**config.mk**
```make
export PLATFORM = sky130hd
export DESIGN_NAME = rsp_collector
export DESIGN_NICKNAME = d
export VERILOG_FILES = /design/src/source/ecc_cfg_pkg.sv /design/src/source/ecc_types_pkg.sv /design/src/source/rsp_collector.sv
export SDC_FILE = /design/constraint.sdc
export NUM_CORES = 1
export LEC_CHECK = 0
export BUFFER_PORTS_ARGS = -buffer_cell sky130_fd_sc_hd__clkbuf_2
export CORE_ASPECT_RATIO = 0.7
export CORE_MARGIN = 1
export CORE_UTILIZATION = 35
export CTS_CLUSTER_DIAMETER = 150
export DETAILED_ROUTE_END_ITERATION = 8
export PLACE_DENSITY = 0.8
export SLEW_MARGIN = 20
export SYNTH_ARGS = -nofsm -noshare
export SYNTH_HDL_FRONTEND = slang
export SYNTH_SLANG_ARGS = --single-unit
```
**constraint.sdc**
```tcl
create_clock -name clk_i -period 0.8 [get_ports clk_i]
set_input_delay 0.12 -clock clk_i [delete_from_list [all_inputs] [get_ports clk_i]]
set_output_delay 0.12 -clock clk_i [all_outputs]
set_load 0.03 [all_outputs]
```
**src/source/ecc_cfg_pkg.sv**
```systemverilog
// ECC SRAM configuration constants
// Memory sizes, SECDED parity coverage masks and the register map offsets
`default_nettype none

package ecc_cfg_pkg;

  // Four banks of sixteen words give a 64 word data space
  localparam int NUM_BANKS  = 4;
  localparam int BANK_WORDS = 16;
  localparam int ADDR_W     = 8;
  localparam int OFFS_W     = $clog2(BANK_WORDS);
  localparam int BANK_SEL_W = $clog2(NUM_BANKS);

  // A stored codeword holds seven check bits above the 32 data bits
  localparam int DATA_W = 32;
  localparam int CODE_W = 39;
  localparam int ECC_W  = 7;

  // Rows 0 to 5 are the Hamming checks, each one covering its own check bit 32+j
  // Data bit i sits at the i-th Hamming position that is not a power of two
  // Row 6 covers the whole word and gives the overall parity for double detection
  localparam int PAR_ALL_IDX = 6;
  localparam logic [CODE_W-1:0] PARITY_MASKS [ECC_W] = '{
    39'h01_56AA_AD5B,
    39'h02_9B33_366D,
    39'h04_E3C3_C78E,
    39'h08_03FC_07F0,
    39'h10_03FF_F800,
    39'h20_FC00_0000,
    39'h7F_FFFF_FFFF
  };

  // AXI4-Lite register port
  localparam int         AXIL_ADDR_W     = 8;
  localparam int         AXIL_DATA_W     = 32;
  localparam logic [1:0] AXI_RESP_OKAY   = 2'b00;
  localparam logic [1:0] AXI_RESP_SLVERR = 2'b10;

  // Per-bank registers follow their base at this byte stride
  localparam int                     REG_STRIDE         = 4;
  localparam logic [AXIL_ADDR_W-1:0] REG_SCRUB_INTERVAL = 8'h00;
  localparam logic [AXIL_ADDR_W-1:0] REG_MISMATCH_BASE  = 8'h10;
  localparam logic [AXIL_ADDR_W-1:0] REG_SCRUB_FIX_BASE = 8'h20;
  localparam logic [AXIL_ADDR_W-1:0] REG_MASK_DATA_BASE = 8'h30;
  localparam logic [AXIL_ADDR_W-1:0] REG_MASK_ECC_BASE  = 8'h40;

endpackage

`default_nettype wire

```
**src/source/ecc_types_pkg.sv**
```systemverilog
// ECC SRAM shared types
// Data port, per-bank and AXI4-Lite bundles plus the stored codeword view
`default_nettype none

package ecc_types_pkg;
  import ecc_cfg_pkg::*;

  typedef struct packed {
    logic              valid;
    logic              write;
    logic [ADDR_W-1:0] addr;
    logic [DATA_W-1:0] wdata;
  } mem_req_t;

  typedef struct packed {
    logic              valid;
    logic [DATA_W-1:0] rdata;
    logic              corrected;
    logic              uncorrectable;
    logic              dec_err;
  } mem_rsp_t;

  typedef struct packed {
    logic              valid;
    logic              write;
    logic [OFFS_W-1:0] offset;
    logic [DATA_W-1:0] wdata;
  } bank_req_t;

  typedef struct packed {
    logic              valid;
    logic [DATA_W-1:0] rdata;
    logic              corrected;
    logic              uncorrectable;
  } bank_rsp_t;

  // Signals driven by the AXI4-Lite master
  typedef struct packed {
    logic                   aw_valid;
    logic [AXIL_ADDR_W-1:0] aw_addr;
    logic                   w_valid;
    logic [AXIL_DATA_W-1:0] w_data;
    logic                   b_ready;
    logic                   ar_valid;
    logic [AXIL_ADDR_W-1:0] ar_addr;
    logic                   r_ready;
  } axil_req_t;

  // Signals driven by the AXI4-Lite slave
  typedef struct packed {
    logic                   aw_ready;
    logic                   w_ready;
    logic                   b_valid;
    logic [1:0]             b_resp;
    logic                   ar_ready;
    logic                   r_valid;
    logic [AXIL_DATA_W-1:0] r_data;
    logic [1:0]             r_resp;
  } axil_rsp_t;

  // A cleared wmask_n bit flips that bit of the stored word
  typedef struct packed {
    logic              scrub_trigger;
    logic [CODE_W-1:0] wmask_n;
  } bank_ctrl_t;

  typedef struct packed {
    logic access_fix;
    logic scrub_fix;
  } bank_evt_t;

  typedef struct packed {
    logic [ECC_W-1:0]  ecc;
    logic [DATA_W-1:0] data;
  } codeword_t;

  // The syndrome logic sees the whole word, the datapath sees the fields
  typedef union packed {
    logic [CODE_W-1:0] raw;
    codeword_t         fields;
  } codeword_u;

endpackage

`default_nettype wire

```
**src/source/rsp_collector.sv**
```systemverilog
// Data port response collector
// Merges the bank responses and decode errors into one registered response
`default_nettype none

module rsp_collector import ecc_cfg_pkg::*, ecc_types_pkg::*; (
  input  logic      clk_i,
  input  logic      reset_i,
  input  bank_rsp_t bank_rsp_i [NUM_BANKS],
  input  logic      dec_err_i,
  output mem_rsp_t  mem_rsp_o
);

  mem_rsp_t sel_rsp;

  // At most one bank answers per cycle, so an OR of the valid ones selects it
  always_comb begin
    sel_rsp = '0;
    for (int i = 0; i < NUM_BANKS; i++) begin
      if (bank_rsp_i[i].valid) begin
        sel_rsp.valid         = 1'b1;
        sel_rsp.rdata         = sel_rsp.rdata | bank_rsp_i[i].rdata;
        sel_rsp.corrected     = sel_rsp.corrected | bank_rsp_i[i].corrected;
        sel_rsp.uncorrectable = sel_rsp.uncorrectable | bank_rsp_i[i].uncorrectable;
      end
    end
    // An out of range request reaches no bank and answers with zero data
    if (dec_err_i) begin
      sel_rsp.valid   = 1'b1;
      sel_rsp.dec_err = 1'b1;
    end
  end

  always_ff @(posedge clk_i) begin
    mem_rsp_o <= sel_rsp;
    if (reset_i) begin
      mem_rsp_o.valid <= 1'b0;
    end
  end

endmodule

`default_nettype wire

```
Word-level counts from Yosys, hierarchy flattened --
Cells that the tools add are included.
Word-level totals: register bits 36, input bits 143, output and inout bits 36, word-level logic and storage cells 20
Cells by class: mux-type cells 6, bitwise operators 9
Operator list (number):
- 2-to-1 mux 35 bit | 4
- bitwise OR 32 bit | 3
- bitwise OR 1 bit | 6
- 2-to-1 mux 1 bit | 2

Logic depth before layout (Yosys ltp) --
Gate-level depths: netlist (run 1).
word-level depth 8, depth in mapped cells 4, gate-level depth less buffers 2

Worst setup path after synthesis (run 1) --
Ideal clock, no wire load.
kind input to register, start input port bank_rsp_i[69] (netlist bit), end register mem_rsp_o[10] (netlist bit), arrival 0.572 ns, slack 0.108 ns, stages on the path 4, path through buf_6 > buf_12 > a22oi_2 > nand2_1
RTL lines:
- start, declared | line rsp_collector.sv:8 | input bank_rsp_t bank_rsp_i [NUM_BANKS],
- end signal, assigned | line rsp_collector.sv:34 | mem_rsp_o <= sel_rsp;
- end, declared | line rsp_collector.sv:10 | output mem_rsp_t mem_rsp_o

Worst setup path in the final report (run 1) --
start register mem_rsp_o[3] (netlist bit), end output port mem_rsp_o[3] (netlist bit)
No word-level cell between the ends.

==> results of run 1 <==
## power by group through the flow
stage          Combinational [uW]  Sequential (uW)  Clock (uW)
3_5_place_dp                 1380             2040           0
6_report                     1700             2100        1330
3_3_place_gp                 1350             2030           0
2_1_floorplan                 473             2360           0
5_1_grt                      1800             2110        1480
4_1_cts                      1620             2050        1380
## per-stage QoR
| step | setup TNS (ns) | hold WS, ns | cell area [um^2] | instances |
|---|---|---|---|---|
| after floorplan | 0 | 0.148 | 1730 | 157 |
| after global placement | 0 | 0.246 | 2620 | 393 |
| after detailed placement | -0.106 | 0.245 | 2620 | 393 |
| after CTS | -3.04 | 0.0320 | 3090 | 403 |
| after global routing | -3.18 | 0.0376 | 3140 | 403 |
| final | -2.04 | 0.0395 | 3140 | 403 |
## layout make-up
type	instances	share of cell area, %
repair buffers	188	44.4
multi-input cells	105	25.6
flip-flops and latches	36	24.4
clock buffers	6	2.63
well taps	66	2.63
clock inverters	2	0.319
## cells by family after synthesis
logic type / count (synthesis) / share of synthesized area [%]
simple gates: 36 / 7.89
compound gates: 69 / 38.5
flops: 36 / 41.7
buf+inv: 16 / 11.9
## Yosys cell counts
master | n | area share (%)
a22oi_1 | 38 | 16
dfxtp_1 | 36 | 42
nand2_1 | 34 | 7.4
a22oi_2 | 30 | 22
buf_6 | 13 | 8.5
buf_12 | 3 | 3.5
a21oi_1 | 1 | 0.29
nor2_1 | 1 | 0.22
nor3_1 | 1 | 0.29
## what timing repair did
item                       CTS  global route
hold buffers                 2             0
hold endpoints to repair     2             0
resized for setup          106            39
setup endpoints to repair   36            37
## routing by layer
metal	GRT usage (%)	part of all wire [%]
met5	0	0
met4	9.29	1.5
met3	9.80	8.8
met2	48.2	53
met1	24.1	36
## placed cells by master (no fill, tap or decap)
cell	instances
a21oi_1	1
a22oi_2	30
a22oi_1	38
dlygate4sd3_1	2
nand2_1	34
dfxtp_2	36
buf_4	3
nor2_2	1
nor3_1	1
buf_8	36
clkbuf_2	142
clkinv_2	2
buf_12	5
clkbuf_8	6
## tightest hold or removal path, cell delays in order
cell,delay [ns]
clkbuf_2,0.08
a22oi_2,0.04
nand2_1,0.05
## how the worst min path moves through the flow
stage | start | to | slack, ns | depth (start not counted)
after floorplan | dec_err_i | mem_rsp_o[0] | 0.15 | 0
after global placement | dec_err_i | mem_rsp_o[0] | 0.25 | 1
after detailed placement | dec_err_i | mem_rsp_o[0] | 0.24 | 1
after CTS | bank_rsp_i[98] | mem_rsp_o[29] | 0.03 | 3
after global routing | bank_rsp_i[20] | mem_rsp_o[21] | 0.04 | 3
final | bank_rsp_i[26] | mem_rsp_o[27] | 0.04 | 3
==> impl_results.md, run 1 <==
- Final net count: 479
- Reg power frac: 40.9%
- Relative slew margins: between 80% and 90%
- Design Power: roughly 5100 uW
- Pre-CTS WS: -0.0300 ns
- Detail Route Antenna Nets: 0
- Post-CTS Setup Bufs: 0
- Maximum clock insertion buffer count: 2
- Syn Nets: 300
- CP bufs+invs: 1
- Layout cell share with drive strength beyond 1: between 70% and 80%
- Vias in the first global route: ~2100
- Reg clk slew, reported paths: about 0.080 ns
- Largest net degree at the start of global routing: 36
- Fillcell total: ~340
- Max reg flops: 36
- Die height: between 60 and 70 um
- Drt wl/cell: ~16 um
- Failing checks: setup timing
- Htree depth: 2
- Residual DRC: 0
- Max rail drop VDD: about 0.0010 V
- First-pass GRT wire length: 9.54 mm
- Final slew viol count: 0
- Biggest regs: mem_rsp_o (36)
- Psw: 1540 uW
- Slew @ Worst Pin: 0.192 ns
- PnR worst setup slack: -0.0772 ns
- GRT overflow: 0
- Status: finished with violations
- Crit start category: flop
- Initial drt markers: just over 80
- CP Depth: 1
- Part of the cycle the worst path needs: 110%
- Combinational power share: 33.2%
- Drt pass-1 iters: 4
- Final hold vios: 0
- Number of top-level pins: 179
- Worst hold path type: in -> reg
- Via count: ~2000
- DR vias/cell: between 4 and 5
- Number of synthesized register bits: 36
- Slowest-stage cell, CP: dfxtp_2
- Total track usage: about a quarter
- CP startpoint: mem_rsp_o[3]
- # setup viols final: 36
- Placer Congestion: 0.756
- Unrepaired setup endpoints after global routing: yes
- Area of the multi-input gates: between 800 and 900 um^2
- Post-Syn Area per Cell: 11.0 um^2
- PD cells: 1630 nW/um^2
- Tmin final: 0.877 ns
- Die area: 5230 um^2
- Largest reg by FF count: mem_rsp_o
- CTS tree: done
- Leak: around 0.0016 uW
- Worst setup path endpoint: mem_rsp_o[3]
- Largest delay contributor family on the critical path: flip-flops
- Mapped cell area: 1730 um^2
- Final core area utilization: approximately 69%
- Crit path max fanout: 1
- Number of max-cap violations: 0
- Clk network pwr share: around 26%
- Post-Synthesis Cells: 157
- Int Power: about 3600 uW
- Clock sink count: 36
- IO buf count: ~180
- FMAX: around 1100 MHz
- Post-Route WL: ~6.3 mm
- DP HPWL: around 4.7 mm
- CTS Buf Count: 5
- CP Capture Type: output pin
- Crit Path Category: reg -> out
- Yosys cell types: 9
- Starting Density: a little under two fifths
- Yosys warns: 0
- Sequential area share after synthesis: 41.7%
- Critical path's largest stage delay: roughly 0.35 ns
- Site Rows: 20
- Crit path DAT: 0.76 ns
- Area Growth Syn to Fin: 81.5%
- Sw frac: a little under a third
- Die X: approximately 86 um
- Initial antenna violation count: 0
- Cells along the critical path: buf_8
- Clock Tree Root: clkbuf_8
- Core area: about 4500 um^2
- Critical Path RT: between 0.6 and 0.7 ns
- Register area: about 770 um^2
- # diodes: 0
Power figures use the tool's default switching activity.
==> run 2, diff against run 1 <==
Settings changed: GPL_TIMING_DRIVEN from default to 0.
==> run 2 against run 1 <==
  * The run still ends with setup timing left
  * Die area unchanged
  * Non-clock buffer count up 4
  * Design area grew 2.0%
  * Cell count increased by 0.99%
  * Setup slack improved by 0.017 ns
  * Largest power group unchanged
  * Core utilization up 1.4 points
  * Clock-buffer cell count stayed put
  * Sequential share of layout area is 0.47 points lower
  * Total power grew 0.91%
  * Critical endpoint is now mem_rsp_o[8]
  * Flip-flop and latch count did not move
  * Sequential power is essentially flat
  * Combinational power increased by 3%
==> impl_results.md, run 2 (synthesis results as in run 1) <==
- Crit start category: flop
- Tmin final: ~0.86 ns
- Post-CTS Setup Bufs: 0
- Largest delay contributor family on the critical path: flip-flops
- Die area: 5230 um^2
- Setup tns final: -1.76 ns
- Final net count: between 400 and 500
- # setup viols final: 36
- PnR worst setup slack: -0.0602 ns
- Crit path max fanout: 1
- First-pass GRT wire length: roughly 9.8 mm
- Int Power: around 3600 uW
- Final slew viol count: 0
- CTS tree: done
- DP HPWL: between 4 and 5 mm
- Status: finished with violations
- # diodes: 0
- Relative slew margins: 84.2%
- Number of max-cap violations: 0
- Fin cells: roughly 410
- Initial antenna violation count: 0
- Final core area utilization: 70.7%
- Cell count after placement: 397
- Critical Path RT: between 0.6 and 0.7 ns
- GRT overflow: 0
- Highest routed layer: met4
- Via count: between 2000 and 2500
- DRT met1 WL: 2.44 mm
- Leak: 0.00158 uW
- Unrepaired setup endpoints after global routing: yes
- Psw: 1560 uW
- CP Capture Type: output pin
- Drt wl/cell: between 15 and 20 um
- Initial drt markers: about 110
- Cells along the critical path: buf_8
- Post-Route WL: roughly 6.7 mm
- Combinational power share: roughly a third
- Part of the cycle the worst path needs: 108%
- IO buf count: between 150 and 200
- Vias in the first global route: between 2000 and 2500
- Max rail drop VDD: just under 0.0009 V
- Drt pass-1 iters: 5
- Commonest cells after routing, fill and taps aside: 138 x clkbuf_2, 38 x a22oi_1, 36 x dfxtp_2, 36 x buf_8, 34 x nand2_1
- Failing checks: setup timing
- Met3 WL post-DR: 574 um
- PD cells: ~1600 nW/um^2
- Final Instance Area: about 3200 um^2
- Worst hold path type: in -> reg
- Die height: approximately 61 um
- Site Rows: 20
- Commonest non-fill, non-tap cell in the layout: clkbuf_2
- Layout cell share with drive strength beyond 1: between 70% and 80%
- Crit path DAT: between 0.7 and 0.8 ns
- Number of top-level pins: 179
- Maximum clock insertion buffer count: 2
- Die X: ~86 um
- Residual DRC: 0
- Core area: ~4500 um^2
- WHS Path Cells: 3
- Min-delay src: bank_rsp_i[6]
- Slew @ Worst Pin: around 0.24 ns
- Biggest regs: mem_rsp_o (36)
- Cell Area, Placed: around 2700 um^2
- Reg clk slew, reported paths: roughly 0.08 ns
- Area Growth Syn to Fin: 85.1%
- DR vias/cell: approximately 5
- FMAX: between 1000 and 1500 MHz
- Largest net degree at the start of global routing: 12
- CP bufs+invs: 1
- Sw frac: between 30 and 40%
- Min-Delay Endpoint: mem_rsp_o[7]
- Final hold vios: 0
- Critical path's largest stage delay: between 0.3 and 0.4 ns
- Clock Tree Root: clkbuf_8
- CTS Buf Count: 5
- Htree depth: 2
- Largest reg by FF count: mem_rsp_o
- Clock sink count: 36
- Total track usage: around a quarter
- Placer Congestion: 0.821
- Slowest-stage cell, CP: dfxtp_2
- Pre-CTS WS: approximately 0.0009 ns
- Crit Path Category: reg -> out
- Max reg flops: 36
- Reg power frac: 40.4%
- Met2 WL: about 3.6 mm
- Detail Route Antenna Nets: 0
- Starting Density: 38.2%
- Clk network pwr share: 25.7%
run 2: cell types whose count changed in the layout (fill, tap and decap cells not counted):
cell and change:
nor2_1 +1, buf_6 +13, buf_12 -2, clkbuf_2 -4
nor2_2 -1, buf_4 -3
run 2: repair_timing:
item                                    CTS  global route
endpoints found under the setup margin   36            36
resized for setup                       105            39
endpoints found under the hold margin     2             0
hold buffers                              2             0
run 2: layout make-up:
| class | instances | area (um^2) |
|---|---|---|
| clock inverters | 2 | 10.0 |
| flip-flops and latches | 36 | 766 |
| well taps | 66 | 82.6 |
| repair buffers | 176 | 1250 |
| fillers | 338 | 1330 |
| multi-input cells | 105 | 802 |
| clock buffers | 6 | 82.6 |
| plain buffers | 16 | 206 |
run 2: layer usage:
metal	global-route usage, %	up-vias
met5	0	-
met4	8.81	0
met3	8.03	8
met2	49.5	113
met1	25.7	949
li1	-	964
run 2: worst max-delay path by stage:
stage / startpoint / to / cells after the start
after floorplan: bank_rsp_i[69] / mem_rsp_o[10] / 4
after global placement: bank_rsp_i[139] / mem_rsp_o[8] / 4
after detailed placement: bank_rsp_i[139] / mem_rsp_o[8] / 4
after CTS: mem_rsp_o[6] / mem_rsp_o[6] / 1
after global routing: mem_rsp_o[6] / mem_rsp_o[6] / 1
final: mem_rsp_o[8] / mem_rsp_o[8] / 1
run 2: power groups by stage:
| stage | registers [uW] | logic (uW) | clock network (uW) |
|---|---|---|---|
| 2_1_floorplan | 2360 | 473 | 0 |
| 3_3_place_gp | 2030 | 1390 | 0 |
| 3_5_place_dp | 2030 | 1420 | 0 |
| 4_1_cts | 2050 | 1670 | 1370 |
| 5_1_grt | 2100 | 1850 | 1450 |
| 6_report | 2090 | 1750 | 1330 |
run 2: through the flow:
stage | hold slack [ns] | total power, uW
2_1_floorplan | 0.148 | 2830
3_3_place_gp | 0.240 | 3420
3_5_place_dp | 0.247 | 3450
4_1_cts | 0.0365 | 5090
5_1_grt | 0.0348 | 5400
6_report | 0.0486 | 5170
