$ cat config.mk
export PLATFORM = sky130hd
export DESIGN_NAME = ecc_manager
export DESIGN_NICKNAME = d
export VERILOG_FILES = /design/src/source/ecc_cfg_pkg.sv /design/src/source/ecc_types_pkg.sv /design/src/source/ecc_manager.sv
export SDC_FILE = /design/constraint.sdc
export NUM_CORES = 2
export LEC_CHECK = 0
export BUFFER_PORTS_ARGS = -buffer_cell sky130_fd_sc_hd__buf_2
export CORE_ASPECT_RATIO = 1.1
export CORE_UTILIZATION = 62
export DETAILED_ROUTE_END_ITERATION = 12
export MAX_ROUTING_LAYER = met4
export PLACE_DENSITY_LB_ADDON = 0.2
export RECOVER_POWER = 50
export SETUP_SLACK_MARGIN = 0.3
export SLEW_MARGIN = 20
export SYNTH_ARGS = -nofsm -noshare
export SYNTH_HDL_FRONTEND = slang
export SYNTH_SLANG_ARGS = --single-unit
$ cat constraint.sdc
create_clock -name clk_i -period 3.95 [get_ports clk_i]
set_input_delay 0.5925 -clock clk_i [delete_from_list [all_inputs] [get_ports clk_i]]
set_output_delay 0.5925 -clock clk_i [all_outputs]
set_load 0.02 [all_outputs]
$ cat src/source/ecc_cfg_pkg.sv
// ECC SRAM configuration constants
// Memory sizes, SECDED parity coverage masks and the register map offsets
`default_nettype none

package ecc_cfg_pkg;

  // Four banks of sixteen words give a 64 word data space
  localparam int NUM_BANKS  = 4;
  localparam int BANK_WORDS = 16;
  localparam int ADDR_W     = 8;
  localparam int OFFS_W     = $clog2(BANK_WORDS);
  localparam int BANK_SEL_W = $clog2(NUM_BANKS);

  // A stored codeword holds seven check bits above the 32 data bits
  localparam int DATA_W = 32;
  localparam int CODE_W = 39;
  localparam int ECC_W  = 7;

  // Rows 0 to 5 are the Hamming checks, each one covering its own check bit 32+j
  // Data bit i sits at the i-th Hamming position that is not a power of two
  // Row 6 covers the whole word and gives the overall parity for double detection
  localparam int PAR_ALL_IDX = 6;
  localparam logic [CODE_W-1:0] PARITY_MASKS [ECC_W] = '{
    39'h01_56AA_AD5B,
    39'h02_9B33_366D,
    39'h04_E3C3_C78E,
    39'h08_03FC_07F0,
    39'h10_03FF_F800,
    39'h20_FC00_0000,
    39'h7F_FFFF_FFFF
  };

  // AXI4-Lite register port
  localparam int         AXIL_ADDR_W     = 8;
  localparam int         AXIL_DATA_W     = 32;
  localparam logic [1:0] AXI_RESP_OKAY   = 2'b00;
  localparam logic [1:0] AXI_RESP_SLVERR = 2'b10;

  // Per-bank registers follow their base at this byte stride
  localparam int                     REG_STRIDE         = 4;
  localparam logic [AXIL_ADDR_W-1:0] REG_SCRUB_INTERVAL = 8'h00;
  localparam logic [AXIL_ADDR_W-1:0] REG_MISMATCH_BASE  = 8'h10;
  localparam logic [AXIL_ADDR_W-1:0] REG_SCRUB_FIX_BASE = 8'h20;
  localparam logic [AXIL_ADDR_W-1:0] REG_MASK_DATA_BASE = 8'h30;
  localparam logic [AXIL_ADDR_W-1:0] REG_MASK_ECC_BASE  = 8'h40;

endpackage

`default_nettype wire

$ cat src/source/ecc_types_pkg.sv
// ECC SRAM shared types
// Data port, per-bank and AXI4-Lite bundles plus the stored codeword view
`default_nettype none

package ecc_types_pkg;
  import ecc_cfg_pkg::*;

  typedef struct packed {
    logic              valid;
    logic              write;
    logic [ADDR_W-1:0] addr;
    logic [DATA_W-1:0] wdata;
  } mem_req_t;

  typedef struct packed {
    logic              valid;
    logic [DATA_W-1:0] rdata;
    logic              corrected;
    logic              uncorrectable;
    logic              dec_err;
  } mem_rsp_t;

  typedef struct packed {
    logic              valid;
    logic              write;
    logic [OFFS_W-1:0] offset;
    logic [DATA_W-1:0] wdata;
  } bank_req_t;

  typedef struct packed {
    logic              valid;
    logic [DATA_W-1:0] rdata;
    logic              corrected;
    logic              uncorrectable;
  } bank_rsp_t;

  // Signals driven by the AXI4-Lite master
  typedef struct packed {
    logic                   aw_valid;
    logic [AXIL_ADDR_W-1:0] aw_addr;
    logic                   w_valid;
    logic [AXIL_DATA_W-1:0] w_data;
    logic                   b_ready;
    logic                   ar_valid;
    logic [AXIL_ADDR_W-1:0] ar_addr;
    logic                   r_ready;
  } axil_req_t;

  // Signals driven by the AXI4-Lite slave
  typedef struct packed {
    logic                   aw_ready;
    logic                   w_ready;
    logic                   b_valid;
    logic [1:0]             b_resp;
    logic                   ar_ready;
    logic                   r_valid;
    logic [AXIL_DATA_W-1:0] r_data;
    logic [1:0]             r_resp;
  } axil_rsp_t;

  // A cleared wmask_n bit flips that bit of the stored word
  typedef struct packed {
    logic              scrub_trigger;
    logic [CODE_W-1:0] wmask_n;
  } bank_ctrl_t;

  typedef struct packed {
    logic access_fix;
    logic scrub_fix;
  } bank_evt_t;

  typedef struct packed {
    logic [ECC_W-1:0]  ecc;
    logic [DATA_W-1:0] data;
  } codeword_t;

  // The syndrome logic sees the whole word, the datapath sees the fields
  typedef union packed {
    logic [CODE_W-1:0] raw;
    codeword_t         fields;
  } codeword_u;

endpackage

`default_nettype wire

$ cat src/source/ecc_manager.sv
// ECC manager with an AXI4-Lite register file
// Counts fixes, holds fault injection masks and paces each bank's scrubber
`default_nettype none

module ecc_manager import ecc_cfg_pkg::*, ecc_types_pkg::*; (
  input  logic       clk_i,
  input  logic       reset_i,
  input  axil_req_t  axil_req_i,
  output axil_rsp_t  axil_rsp_o,
  input  bank_evt_t  evt_i [NUM_BANKS],
  output bank_ctrl_t ctrl_o [NUM_BANKS]
);

  logic                   wr_fire;
  logic                   rd_fire;
  logic                   wr_int_hit;
  logic [NUM_BANKS-1:0]   wr_mis_hit;
  logic [NUM_BANKS-1:0]   wr_fix_hit;
  logic [NUM_BANKS-1:0]   wr_mdat_hit;
  logic [NUM_BANKS-1:0]   wr_mecc_hit;
  logic                   wr_mapped;
  logic                   rd_mapped;
  logic [AXIL_DATA_W-1:0] rd_value;
  logic                   b_valid;
  logic [1:0]             b_resp;
  logic                   r_valid;
  logic [AXIL_DATA_W-1:0] r_data;
  logic [1:0]             r_resp;
  logic [AXIL_DATA_W-1:0] scrub_interval;

  logic [NUM_BANKS-1:0][AXIL_DATA_W-1:0] mismatch_cnt;
  logic [NUM_BANKS-1:0][AXIL_DATA_W-1:0] scrub_fix_cnt;
  logic [NUM_BANKS-1:0][AXIL_DATA_W-1:0] scrub_cnt;
  logic [NUM_BANKS-1:0][DATA_W-1:0]      mask_data_n;
  logic [NUM_BANKS-1:0][ECC_W-1:0]       mask_ecc_n;

  // Address and data are taken together while no write response waits
  assign wr_fire = axil_req_i.aw_valid && axil_req_i.w_valid && !b_valid;
  assign rd_fire = axil_req_i.ar_valid && !r_valid;

  assign axil_rsp_o.aw_ready = wr_fire;
  assign axil_rsp_o.w_ready  = wr_fire;
  assign axil_rsp_o.b_valid  = b_valid;
  assign axil_rsp_o.b_resp   = b_resp;
  assign axil_rsp_o.ar_ready = rd_fire;
  assign axil_rsp_o.r_valid  = r_valid;
  assign axil_rsp_o.r_data   = r_data;
  assign axil_rsp_o.r_resp   = r_resp;

  assign wr_int_hit = wr_fire && (axil_req_i.aw_addr == REG_SCRUB_INTERVAL);
  assign wr_mapped  = wr_int_hit || (|wr_mis_hit) || (|wr_fix_hit) ||
                      (|wr_mdat_hit) || (|wr_mecc_hit);

  // Read mux where unmapped offsets return zero data
  always_comb begin
    rd_mapped = 1'b0;
    rd_value  = '0;
    if (axil_req_i.ar_addr == REG_SCRUB_INTERVAL) begin
      rd_mapped = 1'b1;
      rd_value  = scrub_interval;
    end
    for (int i = 0; i < NUM_BANKS; i++) begin
      if (axil_req_i.ar_addr == REG_MISMATCH_BASE + AXIL_ADDR_W'(REG_STRIDE * i)) begin
        rd_mapped = 1'b1;
        rd_value  = mismatch_cnt[i];
      end
      if (axil_req_i.ar_addr == REG_SCRUB_FIX_BASE + AXIL_ADDR_W'(REG_STRIDE * i)) begin
        rd_mapped = 1'b1;
        rd_value  = scrub_fix_cnt[i];
      end
      if (axil_req_i.ar_addr == REG_MASK_DATA_BASE + AXIL_ADDR_W'(REG_STRIDE * i)) begin
        rd_mapped = 1'b1;
        rd_value  = mask_data_n[i];
      end
      if (axil_req_i.ar_addr == REG_MASK_ECC_BASE + AXIL_ADDR_W'(REG_STRIDE * i)) begin
        rd_mapped = 1'b1;
        rd_value  = AXIL_DATA_W'(mask_ecc_n[i]);
      end
    end
  end

  // Responses hold until the master takes them
  always_ff @(posedge clk_i) begin
    if (reset_i) begin
      b_valid        <= 1'b0;
      b_resp         <= AXI_RESP_OKAY;
      r_valid        <= 1'b0;
      r_data         <= '0;
      r_resp         <= AXI_RESP_OKAY;
      scrub_interval <= '0;
    end else begin
      if (wr_fire) begin
        b_valid <= 1'b1;
        b_resp  <= wr_mapped ? AXI_RESP_OKAY : AXI_RESP_SLVERR;
      end else if (axil_req_i.b_ready) begin
        b_valid <= 1'b0;
      end
      if (rd_fire) begin
        r_valid <= 1'b1;
        r_data  <= rd_value;
        r_resp  <= rd_mapped ? AXI_RESP_OKAY : AXI_RESP_SLVERR;
      end else if (axil_req_i.r_ready) begin
        r_valid <= 1'b0;
      end
      if (wr_int_hit) begin
        scrub_interval <= axil_req_i.w_data;
      end
    end
  end

  for (genvar i = 0; i < NUM_BANKS; i++) begin : gen_bank_regs
    assign wr_mis_hit[i]  = wr_fire &&
      (axil_req_i.aw_addr == REG_MISMATCH_BASE + AXIL_ADDR_W'(REG_STRIDE * i));
    assign wr_fix_hit[i]  = wr_fire &&
      (axil_req_i.aw_addr == REG_SCRUB_FIX_BASE + AXIL_ADDR_W'(REG_STRIDE * i));
    assign wr_mdat_hit[i] = wr_fire &&
      (axil_req_i.aw_addr == REG_MASK_DATA_BASE + AXIL_ADDR_W'(REG_STRIDE * i));
    assign wr_mecc_hit[i] = wr_fire &&
      (axil_req_i.aw_addr == REG_MASK_ECC_BASE + AXIL_ADDR_W'(REG_STRIDE * i));

    // Any write clears a counter and beats an event in the same cycle
    always_ff @(posedge clk_i) begin
      if (reset_i) begin
        mismatch_cnt[i]  <= '0;
        scrub_fix_cnt[i] <= '0;
        mask_data_n[i]   <= '1;
        mask_ecc_n[i]    <= '1;
        scrub_cnt[i]     <= '0;
      end else begin
        if (wr_mis_hit[i]) begin
          mismatch_cnt[i] <= '0;
        end else if (evt_i[i].access_fix) begin
          mismatch_cnt[i] <= mismatch_cnt[i] + 1'b1;
        end
        if (wr_fix_hit[i]) begin
          scrub_fix_cnt[i] <= '0;
        end else if (evt_i[i].scrub_fix) begin
          scrub_fix_cnt[i] <= scrub_fix_cnt[i] + 1'b1;
        end
        if (wr_mdat_hit[i]) begin
          mask_data_n[i] <= axil_req_i.w_data;
        end
        if (wr_mecc_hit[i]) begin
          mask_ecc_n[i] <= axil_req_i.w_data[ECC_W-1:0];
        end
        // Counts up to the interval and reloads zero, so a trigger every interval+1
        if (scrub_interval == '0 || scrub_cnt[i] >= scrub_interval) begin
          scrub_cnt[i] <= '0;
        end else begin
          scrub_cnt[i] <= scrub_cnt[i] + 1'b1;
        end
      end
    end

    assign ctrl_o[i].scrub_trigger = (scrub_interval != '0) &&
                                     (scrub_cnt[i] >= scrub_interval);
    assign ctrl_o[i].wmask_n       = {mask_ecc_n[i], mask_data_n[i]};
  end

endmodule

`default_nettype wire

# [Yosys cells after proc, flatten, opt, wreduce, memory -nomap -nowiden]
# Cells that the tools add are included.
[op_classes] add_sub_neg=12 magnitude_cmp=4 n_eq_ne=32 muxes=40 n_reduce_logical=56
[op_table] operator="$mux W32" n=17
[op_table] operator="$add A32 B1 Y32 const B" n=12
[op_table] operator="$eq A8 B6 Y1 const B" n=16
[op_table] operator="$ge A32 B32 Y1" n=4
[op_table] operator="$eq A8 B5 Y1 const B" n=8
[op_table] operator="$eq A8 B7 Y1 const B" n=8
[op_table] operator="$logic_not A32 Y1" n=1
[op_table] operator="$reduce_bool A32 Y1" n=1
[op_table] operator="$logic_and A1 B1 Y1" n=24
[op_table] operator="$reduce_or A2 Y1" n=12
[op_table] operator="$mux W1" n=21
[op_table] operator="$logic_not A8 Y1" n=2
[op_table] operator="$reduce_or A4 Y1" n=4
[op_table] operator="$logic_or A1 B1 Y1" n=8
[op_table] operator="$mux W2" n=2
[op_table] operator="$reduce_bool A2 Y1" n=2
[op_table] operator="$logic_not A1 Y1" n=2
[word_totals] ff_bits=610 input_bits=63 out_inout_bits=201 elab_cells=170

# [Depth between registers and ports, before layout]
[depth] depth_word=19 depth_mapped=11 ltp_nobuf=8

# [Worst setup path before layout]
# No wires, ideal clock.
[synth_path] kind="register -> output" startpoint="reg scrub_interval[29]" endpoint="out ctrl_o[39] in the netlist's numbering" t_arrival_ns=2.149 required_time_ns=3.357 slack_ns=1.209 stages_incl_launch_ff=8 path_buffers=0 path_cell_list="dfxtp_1 -> inv_1 -> ha_1 -> nand4_1 -> or4_1 -> a2111oi_0 -> a21oi_1 -> nor2_1"
[synth_rtl] element="start: declaration" line="ecc_manager.sv:29" source="logic [AXIL_DATA_W-1:0] scrub_interval;"
[synth_rtl] element="start signal: assignment" line="ecc_manager.sv:106" source="scrub_interval <= axil_req_i.w_data;"
[synth_rtl] element="end: declaration" line="ecc_manager.sv:11" source="output bank_ctrl_t ctrl_o [NUM_BANKS]"

==> qor.txt <==
Clock-pin slew on the worst setup and hold paths: 60 ps
TritonCTS clock tree: done
Core Rows: 86
Max Cap Violations: 9
Worst path required time: 3360 ps
CP max stage delay: 590 ps
Via density: 6.35
Min-delay worst type: input port to flip-flop
# fillers: 4207
CTS Buf Count: 61
H-tree depth: 2
Buffers on Ports: 261
Prevailing post-synth register cell: dfxtp_1
Die ar.: 52300 um2
Vias in the first global route: 28500
Yosys warning count: 0
Yosys top cell by area: dfxtp_1
Pin count of the biggest net entering global routing: 122
GRT Util Overall: 40.8%
HPWL Detailed: 77800 um
Setup TNS: 0 ps
Slew Limit Fails: 304
Mapped Cells: 3858
Worst-margin pin slew: 1950 ps
Tmin final: 3540 ps
Gate power share: 5.0%
CP Depth: 8
Pwr Density: 370 nW/um2
Worst reg-to-reg path cell count: 6
CP cell instances: inv_2, ha_1, nand4_1, or4_4, a2111oi_4, a21oi_1, nor2_2, buf_4
Clock share of power: 48.0%
Grt total ovfl: 0
Synth Cell Area: 31900 um2
Die Wd: 218 um
CTS root buf: clkbuf_16
DRC: 0
1st-iter DRT viols: 2947
Mean Syn Cell Area: 8.26 um2
Commonest non-fill, non-tap cell in the layout: dfxtp_1
Area share of the largest cell type after synthesis: 38.2%
Final worst-path cycle share: 89.7%
Via count: 30100
Status: complete, but fails checks
Failing checks: max-capacitance violations, max-slew violations
Gpl congestion: 1.04
Worst path bufs/invs: 2
Netlist cell types: 86
Clk Latency, worst-skew pair: 650 ps
CTS max path bufs: 3
Total Wirelength: 105000 um
Seq/Total Area, Yosys: 38.2%
CP top delay family: simple AND/OR/NAND/NOR gates
Synthesized flop and latch total: 608
Pint: 10.1 mW
Initial Util: 63.2%
Min setup slack post-route: 405 ps
Share of layout cells above drive strength 1: 7.71%
Fmax: 0.282 GHz
Sink Count: 608
Critical path class: flip-flop to output pin
Setup crit end kind: output pin
Worst vdd ir: 0.389 mV
Post-DRT Antenna Nets: 0
Critical Path AT: 2950 ps
Hold-critical path depth: 3
Relative slew margins: -29.7%
Startpoint types: flip-flop
Most frequent cells in the layout: dfxtp_1, nor2_1, nand2_1
First-pass GRT wire length: 161000 um
Async S/R FF share, synth: 0%
Fin nets: 4239
Area of the core: 50500 um2
Area growth from synthesis to layout: 11.8%
Leak Pwr: 12.8 nW
Max FO, Critical Path: 4
Critical-path top delay cell: or4_4
DRT Pass-1 Iters: 6
Fin Clk Skew: 23.4 ps
IO Count: 264
Top post-synthesis cells by area: dfxtp_1, nor2_1, xor2_1
Place WS: 470 ps
Post-synth EDFFs: 0
Die Span Y: 240 um
Power share of the sequential group: 47.0%
RSZ-0062 raised after global routing: no
Final Hold Viols: 0
Hold_buf cts: 0
Avg WL per Cell: 22.2 um
Setup-failing EPs final: 0
Net Sw Frac: 23.2%
Initial antenna violation count: 4
Psw: 3.06 mW
[power groups by stage]
| stage | sequential [mW] | clock, mW | combinational [mW] |
|---|---|---|---|
| 2_1_floorplan | 6.33 | 0 | 0.385 |
| 3_3_place_gp | 6.33 | 0 | 0.638 |
| 3_5_place_dp | 6.33 | 0 | 0.642 |
| 4_1_cts | 6.19 | 6.34 | 0.645 |
| 5_1_grt | 6.20 | 6.59 | 0.692 |
| 6_report | 6.20 | 6.33 | 0.661 |
[cells by family (layout without fill, tap and decap cells)]
logic type,after synthesis,count (layout),synth area share [%]
buf+inv,302,529,4.07
other cells,1,6,0.0118
compound gates,692,692,14.1
mux,80,80,3.51
xor+xnor,345,345,9.48
flops,608,608,38.2
simple gates,1690,1690,25.1
fa+ha+maj,140,140,5.50
[synth_stat cells, drive strengths merged (5+ instances only)]
cell / number
o22ai: 10
o2111ai: 7
clkbuf: 132
nor2: 583
nor3: 55
o221ai: 17
o21ai: 155
or3: 52
mux4: 25
a2111oi: 23
a211o: 51
and3: 62
nand2b: 12
a22oi: 19
nor4: 46
a211oi: 23
nand4: 107
mux2i: 52
dfxtp: 608
inv: 90
nand3: 193
a21oi: 228
and2: 15
ha: 140
o21a: 13
xor2: 210
o211ai: 34
a221oi: 21
o41ai: 18
nand2: 441
and4: 39
xnor2: 135
or2: 8
a31oi: 7
a41oi: 6
buf: 80
nand3b: 7
nor4b: 5
a21o: 9
o31ai: 19
nor2b: 47
[worst reg2reg max path, stage by stage, from the launching register on]
cell	delay (ps)
dfxtp_1	320
nand3b_1	340
nor3_1	580
nand3b_1	330
o21ai_0	260
clkbuf_1	1150
nor2_1	150
[through the flow]
stage	cell area [um2]	cells	power, mW	hold WS (ps)	utilization, %
after floorplan	31900	3859	6.71	441	-
after global placement	33700	4633	6.97	458	66.7
after detailed placement	33700	4633	6.97	472	66.7
after CTS	35900	4746	13.2	204	71.1
after global routing	35600	4749	13.5	227	70.6
final	35600	4750	13.2	208	70.6
[sequential cells by signal (all words and copies together), names as in the netlist]
name / cells
scrub_cnt: 128
mismatch_cnt: 128
scrub_interval: 32
r_data: 32
scrub_fix_cnt: 128
b_valid: 1
ctrl_o: 156
r_resp: 1
r_valid: 1
b_resp: 1
[metal layers]
layer / vias to the layer above / routed length, um / GRT usage [%]
li1: 14000 / - / -
met2: 1463 / 49800 / 66.1
met1: 14400 / 40200 / 48.3
met5: - / 0 / -
met4: 0 / 6250 / 22.8
met3: 357 / 8990 / 6.07
[cell type report]
| type | count | area, um2 | share of cell area [%] |
|---|---|---|---|
| Clock buffer | 89 | 1830 | 5.15 |
| Timing Repair Buffer | 326 | 1590 | 4.45 |
| Clock inverter | 24 | 349 | 0.980 |
| Antenna cell | 4 | 10.0 | 0.0281 |
| Sequential cell | 608 | 12200 | 34.2 |
| Tap cell | 660 | 826 | 2.32 |
| Multi-Input combinational cell | 2949 | 18500 | 52.0 |
| Inverter | 90 | 340 | 0.955 |
[path summary, 6_finish.rpt]
kind	end	from	slack, ps
max reg2reg	mismatch_cnt[8]$_SDFFE_PP0P_	b_valid$_SDFFE_PP0P_	630
max	ctrl_o[39]	scrub_interval[31]$_SDFFE_PP0P_	410
min reg2reg	scrub_cnt[64]$_SDFF_PP0_	scrub_cnt[64]$_SDFF_PP0_	480
min	r_valid$_SDFFE_PP0P_	axil_req_i[0]	210
[timing repair]
item	4_1_cts	5_1_grt
pin swaps	1	4
endpoints found under the setup margin	3	3
setup buffers	0	0
gates resized for setup	11	7
hold endpoints to repair	0	0
No activity file was read; power rests on OpenSTA's default activity.
